<file path="config.mk">
export PLATFORM = sky130hd
export DESIGN_NAME = codec_block_intl
export DESIGN_NICKNAME = d
export VERILOG_FILES = /design/src/logic/codec_intl_cfg_pkg.sv /design/src/logic/codec_intl_types_pkg.sv /design/src/logic/codec_mem_block.sv /design/src/logic/intl_write_ctrl.sv /design/src/logic/intl_read_ctrl.sv /design/src/logic/intl_pingpong_buf.sv /design/src/logic/codec_block_intl.sv
export SDC_FILE = /design/constraint.sdc
export NUM_CORES = 2
export LEC_CHECK = 0
export ABC_AREA = 1
export BUFFER_PORTS_ARGS = -buffer_cell sky130_fd_sc_hd__buf_2
export CORE_MARGIN = 2
export CORE_UTILIZATION = 65
export CTS_CLUSTER_DIAMETER = 100
export CTS_CLUSTER_SIZE = 12
export DETAILED_ROUTE_END_ITERATION = 8
export HOLD_SLACK_MARGIN = 0.1
export PLACE_DENSITY_LB_ADDON = 0.2
export SLEW_MARGIN = 20
export SYNTH_ARGS = -nofsm -noshare
export SYNTH_HDL_FRONTEND = slang
export SYNTH_SLANG_ARGS = --single-unit
</file>
<file path="constraint.sdc">
create_clock -name iclk -period 6.2 [get_ports iclk]
set_clock_uncertainty 0.1 [all_clocks]
set_input_delay 0.62 -clock iclk [delete_from_list [all_inputs] [get_ports iclk]]
set_output_delay 0.62 -clock iclk [all_outputs]
set_load 0.05 [all_outputs]
</file>
<file path="src/logic/codec_intl_cfg_pkg.sv">
// Size constants only; block address width must stay within cMAX_ADDR_W (4096 symbols max)

package codec_intl_cfg_pkg;

  // ~~~~~~~~~~~~~~~~~~~~~~~~~~~~~~
  // Symbol format
  // ~~~~~~~~~~~~~~~~~~~~~~~~~~~~~~

  localparam int cSYM_W = 8;        // Data bits per symbol

  // ~~~~~~~~~~~~~~~~~~~~~~~~~~~~~~
  // Default block geometry
  // ~~~~~~~~~~~~~~~~~~~~~~~~~~~~~~

  // Symbols are written row by row and read column by column,
  // so a block is cDEF_ROWS x cDEF_COLS symbols deep.
  localparam int cDEF_ROWS = 8;     // Rows per block
  localparam int cDEF_COLS = 16;    // Columns per block

  // ~~~~~~~~~~~~~~~~~~~~~~~~~~~~~~
  // Address limits
  // ~~~~~~~~~~~~~~~~~~~~~~~~~~~~~~

  // Command buses carry addresses at this width.
  // Each module slices down to the width its geometry needs.
  localparam int cMAX_ADDR_W = 12;  // Widest block address supported

endpackage

</file>
<file path="src/logic/codec_intl_types_pkg.sv">
// Traffic and control types; all address fields are cMAX_ADDR_W wide, upper bits unused

package codec_intl_types_pkg;

  // ~~~~~~~~~~~~~~~~~~~~~~~~~~~~~~
  // Symbol stream
  // ~~~~~~~~~~~~~~~~~~~~~~~~~~~~~~

  typedef struct packed {
    logic                                  val;   // One-cycle symbol strobe
    logic                                  sop;   // First symbol of a block
    logic                                  eop;   // Last symbol of a block
    logic [codec_intl_cfg_pkg::cSYM_W-1:0] data;  // Symbol payload
  } intl_sym_t;                                   // 11 bits

  // ~~~~~~~~~~~~~~~~~~~~~~~~~~~~~~
  // Bank handoff and memory commands
  // ~~~~~~~~~~~~~~~~~~~~~~~~~~~~~~

  typedef struct packed {
    logic done;                                   // Block finished, one cycle
    logic bank;                                   // Bank that was filled
  } bank_evt_t;                                   // 2 bits

  typedef struct packed {
    logic                                       wr;    // Write strobe
    logic                                       bank;  // Target bank
    logic [codec_intl_cfg_pkg::cMAX_ADDR_W-1:0] addr;  // Row-major slot
    logic [codec_intl_cfg_pkg::cSYM_W-1:0]      data;  // Symbol to store
  } wr_cmd_t;                                          // 22 bits

  typedef struct packed {
    logic                                       rd;    // Read strobe
    logic                                       bank;  // Source bank
    logic [codec_intl_cfg_pkg::cMAX_ADDR_W-1:0] addr;  // Column-major slot
    logic                                       sop;   // First read of burst
    logic                                       eop;   // Last read of burst
  } rd_cmd_t;                                          // 16 bits

  // ~~~~~~~~~~~~~~~~~~~~~~~~~~~~~~
  // Read scheduler
  // ~~~~~~~~~~~~~~~~~~~~~~~~~~~~~~

  typedef enum logic {
    RD_IDLE  = 1'b0,                              // Waiting for a full bank
    RD_BURST = 1'b1                               // Reading a bank out
  } rd_state_t;

endpackage

</file>
<file path="src/logic/codec_mem_block.sv">
// Read-first simple dual-port RAM; read latency is 1 + pPIPE enabled edges, writes blocked in reset
`timescale 1ns/100ps

module codec_mem_block #(
  parameter int pADDR_W = 8,              // Address bits
  parameter int pDAT_W  = 8,              // Word width
  parameter bit pPIPE   = 1               // Extra output register
) (
  input  logic              iclk,
  input  logic              reset,
  input  logic              clkena,       // Gates both ports
  input  logic              write,        // Write strobe
  input  logic [pADDR_W-1:0] waddr,
  input  logic [pDAT_W-1:0]  wdat,
  input  logic [pADDR_W-1:0] raddr,
  output logic [pDAT_W-1:0]  rdat
);

  logic [pDAT_W-1:0] mem [2**pADDR_W];    // Storage array
  logic [pDAT_W-1:0] rd_pipe [2];         // Read register and pipe stage

  // ~~~~~~~~~~~~~~~~~~~~~~~~~~~~~~
  // Storage and read path
  // ~~~~~~~~~~~~~~~~~~~~~~~~~~~~~~

  always_ff @(posedge iclk) begin
    if (clkena) begin
      rd_pipe[0] <= mem[raddr];           // Old data on same-address write
      rd_pipe[1] <= rd_pipe[0];           // Second stage, used with pPIPE
      if (write && !reset) begin
        mem[waddr] <= wdat;
      end
    end
  end

  assign rdat = rd_pipe[pPIPE];           // Stage select by pipeline option

endmodule

</file>
<file path="src/logic/intl_write_ctrl.sv">
// Row-major writer; every block must start with sop, no back-pressure toward the source
`timescale 1ns/100ps

module intl_write_ctrl #(
  parameter int pROWS = 8,                            // Rows per block
  parameter int pCOLS = 16                            // Columns per block
) (
  input  logic                            iclk,
  input  logic                            reset,
  input  codec_intl_types_pkg::intl_sym_t in_sym,     // Input symbol stream
  output codec_intl_types_pkg::wr_cmd_t   wr_cmd,     // Memory write request
  output codec_intl_types_pkg::bank_evt_t bank_evt    // End of block event
);

  localparam int cAW     = codec_intl_cfg_pkg::cMAX_ADDR_W;
  localparam int cBLK    = pROWS * pCOLS;             // Symbols per block
  localparam int cADDR_W = (cBLK > 1) ? $clog2(cBLK) : 1;

  logic [cADDR_W-1:0] cnt;       // Next row-major slot
  logic [cADDR_W-1:0] waddr;     // Slot for the current symbol
  logic               blk_last;  // Current symbol closes the block
  logic               wr_bank;   // Bank being filled
  logic               in_blk;    // A sop has been seen since reset

  // ~~~~~~~~~~~~~~~~~~~~~~~~~~~~~~
  // Slot counter
  // ~~~~~~~~~~~~~~~~~~~~~~~~~~~~~~

  assign waddr    = in_sym.sop ? '0 : cnt;                    // sop restarts at slot 0
  assign blk_last = in_sym.val & (waddr == cADDR_W'(cBLK - 1));

  always_ff @(posedge iclk) begin
    if (reset) begin
      cnt      <= '0;
      wr_bank  <= 1'b0;
      in_blk   <= 1'b0;
      bank_evt <= '0;
    end else begin
      bank_evt.done <= blk_last;                              // One cycle after last write
      bank_evt.bank <= wr_bank;                               // Bank just finished
      if (in_sym.val) begin
        cnt <= blk_last ? '0 : waddr + 1'b1;                  // Wrap at block size
        if (blk_last) begin
          wr_bank <= ~wr_bank;                                // Next block to other bank
        end
        if (in_sym.sop) begin
          in_blk <= 1'b1;
        end
      end
    end
  end

  // ~~~~~~~~~~~~~~~~~~~~~~~~~~~~~~
  // Write request
  // ~~~~~~~~~~~~~~~~~~~~~~~~~~~~~~

  always_comb begin
    wr_cmd.wr   = in_sym.val;                                 // Write on accept edge
    wr_cmd.bank = wr_bank;
    wr_cmd.addr = cAW'(waddr);                                // Row-major = arrival order
    wr_cmd.data = in_sym.data;
  end

  // First symbol after reset has to open a block with sop
  a_first_sop : assert property (
    @(posedge iclk) disable iff (reset)
    (in_sym.val && !in_blk) |-> in_sym.sop
  ) else $error("symbol accepted before any sop");

endmodule

</file>
<file path="src/logic/intl_read_ctrl.sv">
// Column-major reader; banks are read strictly in fill order, overrun is not handled
`timescale 1ns/100ps

module intl_read_ctrl #(
  parameter int pROWS = 8,                            // Rows per block
  parameter int pCOLS = 16                            // Columns per block
) (
  input  logic                            iclk,
  input  logic                            reset,
  input  codec_intl_types_pkg::bank_evt_t bank_evt,   // Block filled
  output codec_intl_types_pkg::rd_cmd_t   rd_cmd      // Memory read request
);

  localparam int cAW    = codec_intl_cfg_pkg::cMAX_ADDR_W;
  localparam int cROW_W = (pROWS > 1) ? $clog2(pROWS) : 1;
  localparam int cCOL_W = (pCOLS > 1) ? $clog2(pCOLS) : 1;

  codec_intl_types_pkg::rd_state_t state;

  logic [1:0]        full;       // Bank holds an unread block
  logic [1:0]        pend;       // full plus this cycle's done
  logic              rd_ptr;     // Oldest bank, next to read
  logic [cROW_W-1:0] row;        // Row of current read
  logic [cCOL_W-1:0] col;        // Column of current read
  logic              row_last;
  logic              col_last;
  logic              burst;      // Read issued this cycle
  logic              burst_end;  // Last read of the block

  // ~~~~~~~~~~~~~~~~~~~~~~~~~~~~~~
  // Bank bookkeeping
  // ~~~~~~~~~~~~~~~~~~~~~~~~~~~~~~

  always_comb begin
    pend = full;
    if (bank_evt.done) begin
      pend[bank_evt.bank] = 1'b1;                     // Seen before it lands in full
    end
  end

  assign row_last  = (row == cROW_W'(pROWS - 1));
  assign col_last  = (col == cCOL_W'(pCOLS - 1));
  assign burst     = (state == codec_intl_types_pkg::RD_BURST);
  assign burst_end = burst & row_last & col_last;

  // ~~~~~~~~~~~~~~~~~~~~~~~~~~~~~~
  // Scheduler and address counters
  // ~~~~~~~~~~~~~~~~~~~~~~~~~~~~~~

  always_ff @(posedge iclk) begin
    if (reset) begin
      state  <= codec_intl_types_pkg::RD_IDLE;
      full   <= '0;                                   // Both banks empty
      rd_ptr <= 1'b0;
      row    <= '0;
      col    <= '0;
    end else begin
      full <= pend;
      if (burst_end) begin
        full[rd_ptr] <= 1'b0;                         // Bank drained
      end
      case (state)
        codec_intl_types_pkg::RD_IDLE: begin
          if (pend[rd_ptr]) begin
            state <= codec_intl_types_pkg::RD_BURST;  // Counters already at 0
          end
        end
        codec_intl_types_pkg::RD_BURST: begin
          if (row_last) begin                         // Column done, step right
            row <= '0;
            col <= col_last ? '0 : col + 1'b1;
          end else begin
            row <= row + 1'b1;                        // Walk down the column
          end
          if (burst_end) begin
            rd_ptr <= ~rd_ptr;
            if (!pend[~rd_ptr]) begin
              state <= codec_intl_types_pkg::RD_IDLE; // Else chain the next burst
            end
          end
        end
        default: state <= codec_intl_types_pkg::RD_IDLE;
      endcase
    end
  end

  // ~~~~~~~~~~~~~~~~~~~~~~~~~~~~~~
  // Read request
  // ~~~~~~~~~~~~~~~~~~~~~~~~~~~~~~

  always_comb begin
    rd_cmd.rd   = burst;
    rd_cmd.bank = rd_ptr;
    rd_cmd.addr = cAW'(row) * cAW'(pCOLS) + cAW'(col);  // row * pCOLS + col
    rd_cmd.sop  = burst & (row == '0) & (col == '0);
    rd_cmd.eop  = burst_end;
  end

  // The write side may not finish a bank that has not been read yet
  a_no_overrun : assert property (
    @(posedge iclk) disable iff (reset)
    bank_evt.done |-> !full[bank_evt.bank]
  ) else $error("block done for bank %0d still pending", bank_evt.bank);

endmodule

</file>
<file path="src/logic/intl_pingpong_buf.sv">
// Two-bank buffer; output flags lag rd_cmd by 1 + pPIPE cycles, data is valid only with val
`timescale 1ns/100ps

module intl_pingpong_buf #(
  parameter int pROWS = 8,                            // Rows per block
  parameter int pCOLS = 16,                           // Columns per block
  parameter bit pPIPE = 1                             // Memory output register
) (
  input  logic                            iclk,
  input  logic                            reset,
  input  codec_intl_types_pkg::wr_cmd_t   wr_cmd,     // From write controller
  input  codec_intl_types_pkg::rd_cmd_t   rd_cmd,     // From read controller
  output codec_intl_types_pkg::intl_sym_t out_sym     // Interleaved stream
);

  localparam int cSYM_W  = codec_intl_cfg_pkg::cSYM_W;
  localparam int cBLK    = pROWS * pCOLS;
  localparam int cADDR_W = (cBLK > 1) ? $clog2(cBLK) : 1;
  localparam int cDLY    = 1 + int'(pPIPE);           // Memory read latency

  logic [cSYM_W-1:0] bank_rdat [2];  // Read data per bank
  logic [cDLY-1:0]   vld_dly;        // Strobe delay line
  logic [cDLY-1:0]   sop_dly;
  logic [cDLY-1:0]   eop_dly;
  logic [cDLY-1:0]   sel_dly;        // Bank select delay line

  // ~~~~~~~~~~~~~~~~~~~~~~~~~~~~~~
  // Memory banks
  // ~~~~~~~~~~~~~~~~~~~~~~~~~~~~~~

  for (genvar b = 0; b < 2; b++) begin : g_bank
    codec_mem_block #(
      .pADDR_W (cADDR_W),
      .pDAT_W  (cSYM_W),
      .pPIPE   (pPIPE)
    ) u_mem (
      .iclk   (iclk),
      .reset  (reset),
      .clkena (1'b1),                                          // Always running
      .write  (wr_cmd.wr & (wr_cmd.bank == 1'(b))),            // Only selected bank
      .waddr  (wr_cmd.addr[cADDR_W-1:0]),
      .wdat   (wr_cmd.data),
      .raddr  (rd_cmd.addr[cADDR_W-1:0]),                      // Shared by both banks
      .rdat   (bank_rdat[b])
    );
  end

  // ~~~~~~~~~~~~~~~~~~~~~~~~~~~~~~
  // Flag alignment
  // ~~~~~~~~~~~~~~~~~~~~~~~~~~~~~~

  always_ff @(posedge iclk) begin
    if (reset) begin
      vld_dly <= '0;
      sop_dly <= '0;
      eop_dly <= '0;
    end else begin
      vld_dly[0] <= rd_cmd.rd;
      sop_dly[0] <= rd_cmd.sop;
      eop_dly[0] <= rd_cmd.eop;
      for (int i = 1; i < cDLY; i++) begin                    // Extra stage with pPIPE
        vld_dly[i] <= vld_dly[i-1];
        sop_dly[i] <= sop_dly[i-1];
        eop_dly[i] <= eop_dly[i-1];
      end
    end
  end

  always_ff @(posedge iclk) begin
    sel_dly[0] <= rd_cmd.bank;
    for (int i = 1; i < cDLY; i++) begin
      sel_dly[i] <= sel_dly[i-1];
    end
  end

  always_comb begin
    out_sym.val  = vld_dly[cDLY-1];
    out_sym.sop  = sop_dly[cDLY-1];
    out_sym.eop  = eop_dly[cDLY-1];
    out_sym.data = bank_rdat[sel_dly[cDLY-1]];                // Bank that was read
  end

  // Controllers may share a bank for one cycle at a block boundary, never a slot
  a_no_collision : assert property (
    @(posedge iclk) disable iff (reset)
    (wr_cmd.wr && rd_cmd.rd && (wr_cmd.bank == rd_cmd.bank)) |-> (wr_cmd.addr != rd_cmd.addr)
  ) else $error("read and write hit bank %0d slot %0d", rd_cmd.bank, rd_cmd.addr);

endmodule

</file>
<file path="src/logic/codec_block_intl.sv">
// Block interleaver top; no back-pressure, a third block must not start before the first is read
`timescale 1ns/100ps

module codec_block_intl #(
  parameter int pROWS = codec_intl_cfg_pkg::cDEF_ROWS,  // Rows per block
  parameter int pCOLS = codec_intl_cfg_pkg::cDEF_COLS,  // Columns per block
  parameter bit pPIPE = 1                               // Memory output register
) (
  input  logic                            iclk,
  input  logic                            reset,
  input  codec_intl_types_pkg::intl_sym_t in_sym,       // Row-major input
  output codec_intl_types_pkg::intl_sym_t out_sym       // Column-major output
);

  codec_intl_types_pkg::wr_cmd_t   wr_cmd;    // Write side to buffer
  codec_intl_types_pkg::bank_evt_t bank_evt;  // Filled bank handoff
  codec_intl_types_pkg::rd_cmd_t   rd_cmd;    // Read side to buffer

  // ~~~~~~~~~~~~~~~~~~~~~~~~~~~~~~
  // Controllers
  // ~~~~~~~~~~~~~~~~~~~~~~~~~~~~~~

  intl_write_ctrl #(
    .pROWS (pROWS),
    .pCOLS (pCOLS)
  ) u_write_ctrl (
    .iclk     (iclk),
    .reset    (reset),
    .in_sym   (in_sym),
    .wr_cmd   (wr_cmd),
    .bank_evt (bank_evt)
  );

  intl_read_ctrl #(
    .pROWS (pROWS),
    .pCOLS (pCOLS)
  ) u_read_ctrl (
    .iclk     (iclk),
    .reset    (reset),
    .bank_evt (bank_evt),       // Starts a burst one cycle later
    .rd_cmd   (rd_cmd)
  );

  // ~~~~~~~~~~~~~~~~~~~~~~~~~~~~~~
  // Ping-pong storage
  // ~~~~~~~~~~~~~~~~~~~~~~~~~~~~~~

  intl_pingpong_buf #(
    .pROWS (pROWS),
    .pCOLS (pCOLS),
    .pPIPE (pPIPE)
  ) u_buf (
    .iclk    (iclk),
    .reset   (reset),
    .wr_cmd  (wr_cmd),
    .rd_cmd  (rd_cmd),
    .out_sym (out_sym)          // 3 + pPIPE cycles after last input
  );

endmodule

</file>
## Word-level counts from Yosys, hierarchy flattened

Memory sizes are Yosys's and may differ from the RTL's.
Index checks and enable logic that the tools add are counted.

- Register bits after elaboration: 29
- RAM bits: 2080
- Output and inout bits: 11
- Word-level logic and storage cells: 79
- Memories kept: 4

Memories:

| memory | words | bits a word | read ports | clocked after Yosys merged registers in | wr ports | line | RTL |
|---|---|---|---|---|---|---|---|
| u_buf.g_bank[0].u_mem.mem | 128 | 8 | 1 | 0 | 1 | codec_mem_block.sv:19 | `logic [pDAT_W-1:0] mem [2**pADDR_W];` |
| u_buf.g_bank[1].u_mem.mem | 128 | 8 | 1 | 0 | 1 | codec_mem_block.sv:19 |  |
| u_buf.g_bank[0].u_mem.rd_pipe | 2 | 8 | 2 | 0 | 2 | codec_mem_block.sv:20 | `logic [pDAT_W-1:0] rd_pipe [2];` |
| u_buf.g_bank[1].u_mem.rd_pipe | 2 | 8 | 2 | 0 | 2 | codec_mem_block.sv:20 |  |

- Add/subtract/negate cells: 4
- Order comparisons: 6
- Eq/ne operators: 3
- Muxes and demuxes: 25
- Bitwise gates (word level): 14
- Reductions and logical operators: 10

Operators with widths:

| cell | count |
|---|---|
| $mux 8 | 3 |
| $mux 7 | 2 |
| $mux 1 | 13 |
| $add 7x1->7 const B | 1 |
| $add 7x4->7 | 1 |
| $and 1x1->1 | 7 |
| $eq 7x7->1 const B | 1 |
| $lt 1x2->1 const B | 3 |
| $reduce_and 2->1 | 3 |
| $add 4x1->4 const B | 1 |
| $eq 4x4->1 const B | 1 |
| $logic_and 1x1->1 | 4 |
| $logic_not 4->1 | 1 |
| $mux 2 | 2 |
| $mux 4 | 1 |
| $add 3x1->3 const B | 1 |
| $eq 3x3->1 const B | 1 |
| $logic_not 3->1 | 1 |
| $mux 3 | 1 |
| $not 1->1 | 3 |
| $and 2x2->2 | 1 |
| $demux 1 s1 | 2 |
| $ge 1x1->1 const B | 2 |
| $ge 2x2->1 const B | 1 |
| 5 further kinds | 5 |

## Longest topological paths before layout

- Word-level depth: 11
- Mapped depth: 15
- Mapped depth without buffers: 12

## By module

Synthesis repeated with hierarchy kept, for this count alone.

- Cell total of the unflattened synthesis: 7396
- Area, all modules: 86696.9 um^2

Modules (own cells, without submodules):

| module | times used | cells an instance | area an instance (um^2) | sequential area each (um^2) |
|---|---|---|---|---|
| codec_mem_block | 2 | 3576 | 42538.3 | 31230.0 |
| intl_read_ctrl | 1 | 91 | 636.9 | 220.2 |
| intl_write_ctrl | 1 | 99 | 631.9 | 200.2 |
| intl_pingpong_buf | 1 | 54 | 351.6 | 160.2 |

## Least setup slack after synthesis

No wires, ideal clock.

- Kind: input -> register
- From: input port in_sym[9] in the netlist's numbering
- To: memory u_buf.g_bank[1].u_mem.mem[7][0], enable pin
- Setup time: 0.383 ns
- Data arrival time: 2.084 ns
- Path slack: 3.633 ns
- Cell stages on the path: 7
- Path buffers: 1
- Cells stage by stage: buf_2 nor2_1 nor2_1 inv_1 nor2_1 inv_1 nor3_1

- Cells in the longest elaborated chain, start to end: 1

RTL lines:

| item | line | RTL |
|---|---|---|
| start, declared | codec_block_intl.sv:11 | `input codec_intl_types_pkg::intl_sym_t in_sym,` |
| $mux 7 | intl_write_ctrl.sv:29 | `assign waddr = in_sym.sop ? '0 : cnt;` |
| end, declared | codec_mem_block.sv:19 |  |

No other way between the ends.

==> impl_metrics.prom <==
# TYPE chip_impl_metric gauge
chip_impl_metric{name="worstSkewPairLatency",unit="ns"} 0.85
chip_impl_metric{name="io_pins",unit=""} 24
chip_impl_metric{name="fraction_of_the_cycle_the_final_worst_path_needs",unit=""} 0.6686
chip_impl_metric{name="fin_ws",unit="ns"} 2.055
chip_impl_metric{name="post_route_cells_drive_above_1_share",unit=""} 0.04138
chip_impl_info{name="worst_hold_path_type",value="in -> reg"} 1
chip_impl_metric{name="antenna_found_initial",unit=""} 9
chip_impl_metric{name="setup.reg_to_reg.worst_slack",unit="ns"} 2.05
chip_impl_info{name="rsz_0062_raised_after_global_routing",value="no"} 1
chip_impl_info{name="clock-root-buffer",value="sky130_fd_sc_hd__clkbuf_16"} 1
chip_impl_info{name="worstHoldEndpoint",value="u_buf.g_bank[0].u_mem.mem[19][3]"} 1
chip_impl_metric{name="overflow",unit=""} 0
chip_impl_metric{name="placement_rows",unit=""} 135
chip_impl_metric{name="synthesis.area_per_instance",unit="um2"} 10.56
chip_impl_metric{name="cts_sinks",unit=""} 2109
chip_impl_info{name="tritoncts",value="done"} 1
chip_impl_metric{name="max_stage_delay",unit="ns"} 1.01
chip_impl_info{name="status",value="finished, final reports clean"} 1
chip_impl_metric{name="reg2regPathDepth",unit=""} 12
chip_impl_metric{name="cap_violations",unit=""} 0
chip_impl_info{name="worst_r2r_startpoint",value="u_read_ctrl.col[0]"} 1
chip_impl_metric{name="ys_ff_latch",unit=""} 2109
chip_impl_metric{name="met3_usage",unit=""} 0.06154
chip_impl_metric{name="dieHeight",unit="um"} 373.6
chip_impl_metric{name="final-seq-area",unit="mm2"} 0.06273
chip_impl_metric{name="first_global_vias",unit=""} 56528
chip_impl_metric{name="place_ws",unit="ns"} 2.264
chip_impl_metric{name="via_count",unit=""} 59739
chip_impl_metric{name="synth-async-reset-ratio",unit=""} 0
chip_impl_metric{name="groute.layer.met2.usage",unit=""} 0.5000
chip_impl_metric{name="clock_tree.htree_level_count",unit=""} 4
chip_impl_metric{name="multi_input_area",unit="mm2"} 0.02145
chip_impl_metric{name="peak_vdd_ir",unit="mV"} 0.2702
chip_impl_info{name="grt_most_used_layer",value="met2"} 1
chip_impl_metric{name="number_of_fillers_in_the_final_layout",unit=""} 9240
chip_impl_metric{name="gr-usage-met1",unit=""} 0.4409
chip_impl_metric{name="grtUsageTotal",unit=""} 0.3212
chip_impl_metric{name="slew_violations",unit=""} 0
chip_impl_metric{name="synth.cell_area",unit="mm2"} 0.08880
chip_impl_metric{name="stdcell_count",unit=""} 10095
chip_impl_metric{name="place.gp.congestion",unit=""} 0.9121
chip_impl_metric{name="routedWlPerCell",unit="um"} 22.44
chip_impl_info{name="critical_path.most_common_cell",value="sky130_fd_sc_hd__nand2_1"} 1
chip_impl_metric{name="synth.yosys.seq_area_share",unit=""} 0.7063
chip_impl_info{name="setup.worst_path.class",value="reg -> reg"} 1
chip_impl_metric{name="die-area",unit="mm2"} 0.1396
chip_impl_metric{name="first_iter_violations",unit=""} 8262
chip_impl_metric{name="setup-violations-final",unit=""} 0
chip_impl_metric{name="yosysUniqueCellTypes",unit=""} 27
chip_impl_metric{name="grt_max_degree",unit=""} 214
chip_impl_metric{name="syn_to_final_growth",unit="%"} 7.167
chip_impl_metric{name="start_util",unit=""} 0.6555
chip_impl_metric{name="cts_inserted_buffers",unit=""} 194
chip_impl_metric{name="slew_at_the_pin_closest_to_its_max_slew_limit",unit="ns"} 1.057
chip_impl_metric{name="syn_inst",unit=""} 8412
chip_impl_metric{name="dp.final_hpwl",unit="um"} 126900
chip_impl_info{name="setup.worst_path.end_class",value="register"} 1
chip_impl_metric{name="yosysWarnings",unit=""} 0
chip_impl_metric{name="leakage_power",unit="nW"} 36.16
chip_impl_info{name="ff_to_ff_end",value="u_buf.g_bank[1].u_mem.rd_pipe[0][3]"} 1
chip_impl_metric{name="detailedRoute.firstPassIterationCount",unit=""} 6
chip_impl_info{name="synth_top_flop_cell",value="sky130_fd_sc_hd__edfxtp_1"} 1
chip_impl_info{name="timing.critical_path.from_type",value="register"} 1
chip_impl_info{name="crit_chain",value="buf_4 > buf_4 > nor2_1 > nor2_1 > o21ai_0 > nand3_1 > nand3_1 > nand2_1 > nand3_1 > nand2_1 > nand2_1 > nand2_1"} 1
chip_impl_metric{name="hold_viol",unit=""} 0
chip_impl_metric{name="power-per-cell-area",unit="mW/mm2"} 281.4
chip_impl_metric{name="clk_transition_reported_paths",unit="ns"} 0.06
chip_impl_info{name="cell_at_the_slowest_stage_of_the_critical_path",value="sky130_fd_sc_hd__dfxtp_4"} 1
chip_impl_metric{name="finalInstanceArea",unit="mm2"} 0.09517
chip_impl_metric{name="fmax",unit="MHz"} 241.3
chip_impl_metric{name="timing.critical_path.required",unit="ns"} 6.88
chip_impl_metric{name="final_net_count",unit=""} 8244
chip_impl_metric{name="setup_total_negative_slack",unit="ns"} 0
chip_impl_metric{name="relSlewSlack",unit=""} 0.2950
chip_impl_metric{name="io_buffers",unit=""} 22
chip_impl_metric{name="postPlaceCellArea",unit="mm2"} 0.08972
chip_impl_metric{name="postSynthNetCount",unit=""} 8431
chip_impl_metric{name="finish.utilization",unit=""} 0.7025
chip_impl_metric{name="drt_total_wl",unit="um"} 226500
chip_impl_metric{name="drt-vias-per-instance",unit=""} 5.918
chip_impl_metric{name="arrival_time_at_the_worst_endpoint",unit="ns"} 4.82
chip_impl_metric{name="synth-edff-count",unit=""} 2048
chip_impl_metric{name="placed_insts",unit=""} 9805
chip_impl_metric{name="insertedDiodeCount",unit=""} 0
chip_impl_metric{name="finalWorstPathRequiredPeriod",unit="ns"} 4.145
chip_impl_metric{name="critical_path.max_fanout",unit=""} 87
chip_impl_metric{name="antenna_violating_nets_post_route",unit=""} 0
chip_impl_metric{name="drc",unit=""} 0
chip_impl_metric{name="first_pass_grt_wire_length",unit="um"} 337800
chip_impl_metric{name="holdPathStages",unit=""} 1
chip_impl_metric{name="core_area",unit="mm2"} 0.1355
chip_impl_metric{name="die_width",unit="um"} 373.6
chip_impl_metric{name="cts_buffer_depth",unit=""} 3
chip_impl_info{name="hp-start",value="in_sym[3]"} 1
-- cell families (layout without fill, tap and decap cells) --
family / after synthesis / in the layout / share of synthesized area
simple gates: 4755 / 4755 / 0.2140
flops: 2109 / 2109 / 0.7063
buf+inv: 1099 / 1001 / 0.05310
compound gates: 432 / 432 / 0.02442
mux: 8 / 8 / 0.001014
fa+ha+maj: 6 / 6 / 0.0008453
xor+xnor: 3 / 3 / 0.0002959
-- how the worst max path moves through the flow --
stage	to	from	slack (ns)	cells after the start
floorplan	u_buf.g_bank[1].u_mem.mem[7][0]	in_sym[9]	3.63	7
global placement	u_buf.g_bank[1].u_mem.rd_pipe[0][7]	u_read_ctrl.col[0]	2.22	12
detailed placement	u_buf.g_bank[1].u_mem.rd_pipe[0][7]	u_read_ctrl.col[0]	2.26	12
CTS	u_buf.g_bank[1].u_mem.rd_pipe[0][3]	u_read_ctrl.col[0]	2.17	12
global route	u_buf.g_bank[1].u_mem.rd_pipe[0][3]	u_read_ctrl.col[0]	1.92	12
finish	u_buf.g_bank[1].u_mem.rd_pipe[0][3]	u_read_ctrl.col[0]	2.05	12
-- repair_timing --
action | CTS | global route
gates resized for setup | 0 | 0
hold buffers | 5 | 0
hold endpoints to repair | 28 | 0
buffers inserted | 0 | 0
-- where the power goes --
part	switching (mW)	total, mW	internal [mW]	leakage [nW]
sequential	0.00398	15.6	15.6	18.9
clock	4.98	10.8	5.80	2.60
combinational	0.325	0.358	0.0339	14.6
total	5.31	26.8	21.5	36.2
-- cell type report --
class                           instances  share of cell area
Inverter                              621             0.02473
Sequential cell                      2109              0.6592
Multi-Input combinational cell       5204              0.2254
Tap cell                             1781             0.02342
Clock inverter                         12            0.001657
Clock buffer                          273             0.05502
Timing Repair Buffer                   95             0.01065
-- through the flow --
| stage | total power [mW] | hold slack, ns |
|---|---|---|
| final | 26.78 | 0.1453 |
| after global routing | 27.36 | 0.1553 |
| after CTS | 26.80 | 0.1202 |
| after detailed placement | 16.29 | 0.2121 |
| after global placement | 16.27 | 0.2108 |
| after floorplan | 15.99 | 0.2096 |
-- state kept, by name (all words and copies together), names as in the netlist --
name	count
u_buf.eop_dly	2
u_buf.g_bank.u_mem.mem	2048
u_buf.g_bank.u_mem.rd_pipe	32
u_buf.sel_dly	2
u_buf.sop_dly	2
u_buf.vld_dly	2
u_read_ctrl.burst	1
u_read_ctrl.col	4
u_read_ctrl.full	2
u_read_ctrl.rd_ptr	1
u_read_ctrl.row	3
u_write_ctrl.bank_evt	2
u_write_ctrl.cnt	7
u_write_ctrl.wr_bank	1
-- cell usage after synthesis (8+ instances only) --
cell type | n | area (um2)
sky130_fd_sc_hd__a21oi_1 | 146 | 730.7
sky130_fd_sc_hd__or2_2 | 15 | 93.84
sky130_fd_sc_hd__clkbuf_1 | 138 | 518.0
sky130_fd_sc_hd__buf_2 | 228 | 1141
sky130_fd_sc_hd__o21ai_0 | 270 | 1351
sky130_fd_sc_hd__dfxtp_1 | 61 | 1221
sky130_fd_sc_hd__nand2_1 | 2821 | 10590
sky130_fd_sc_hd__buf_4 | 53 | 397.9
sky130_fd_sc_hd__inv_1 | 615 | 2308
sky130_fd_sc_hd__nor2_1 | 1027 | 3855
sky130_fd_sc_hd__mux2_2 | 8 | 90.09
sky130_fd_sc_hd__nand3_1 | 885 | 4429
sky130_fd_sc_hd__buf_1 | 44 | 165.2
sky130_fd_sc_hd__edfxtp_1 | 2048 | 61500
sky130_fd_sc_hd__o21ai_1 | 13 | 65.06
sky130_fd_sc_hd__buf_6 | 14 | 157.7
-- layout by cell type (no fill, tap or decap), types with 8 or more instances in the layout --
cell type / instances
sky130_fd_sc_hd__clkbuf_1: 75
sky130_fd_sc_hd__o21ai_1: 13
sky130_fd_sc_hd__mux2_2: 8
sky130_fd_sc_hd__buf_12: 21
sky130_fd_sc_hd__o21ai_0: 270
sky130_fd_sc_hd__a21oi_1: 146
sky130_fd_sc_hd__nor2_1: 1021
sky130_fd_sc_hd__or2_2: 15
sky130_fd_sc_hd__buf_4: 47
sky130_fd_sc_hd__edfxtp_1: 2048
sky130_fd_sc_hd__nand2_1: 2819
sky130_fd_sc_hd__nand3_1: 884
sky130_fd_sc_hd__buf_2: 14
sky130_fd_sc_hd__dfxtp_1: 57
sky130_fd_sc_hd__inv_1: 611
sky130_fd_sc_hd__buf_8: 8
sky130_fd_sc_hd__clkbuf_16: 198
-- worst max-delay path: cells and delay by family, from the launching register on --
kind,cells,cell delay [ns]
AO/OA/AOI/OAI,1,0.12
buffers and inverters,2,1.56
flip-flops,1,1.01
AND/OR/NAND/NOR,9,1.17
-- routing by layer --
| layer | share of wire | up-vias |
|---|---|---|
| met5 | 0.00030 | - |
| met4 | 0.048 | 12 |
| met3 | 0.10 | 554 |
| met2 | 0.47 | 3290 |
| met1 | 0.38 | 28498 |
| li1 | - | 27385 |
Power figures use the tool's default switching activity.
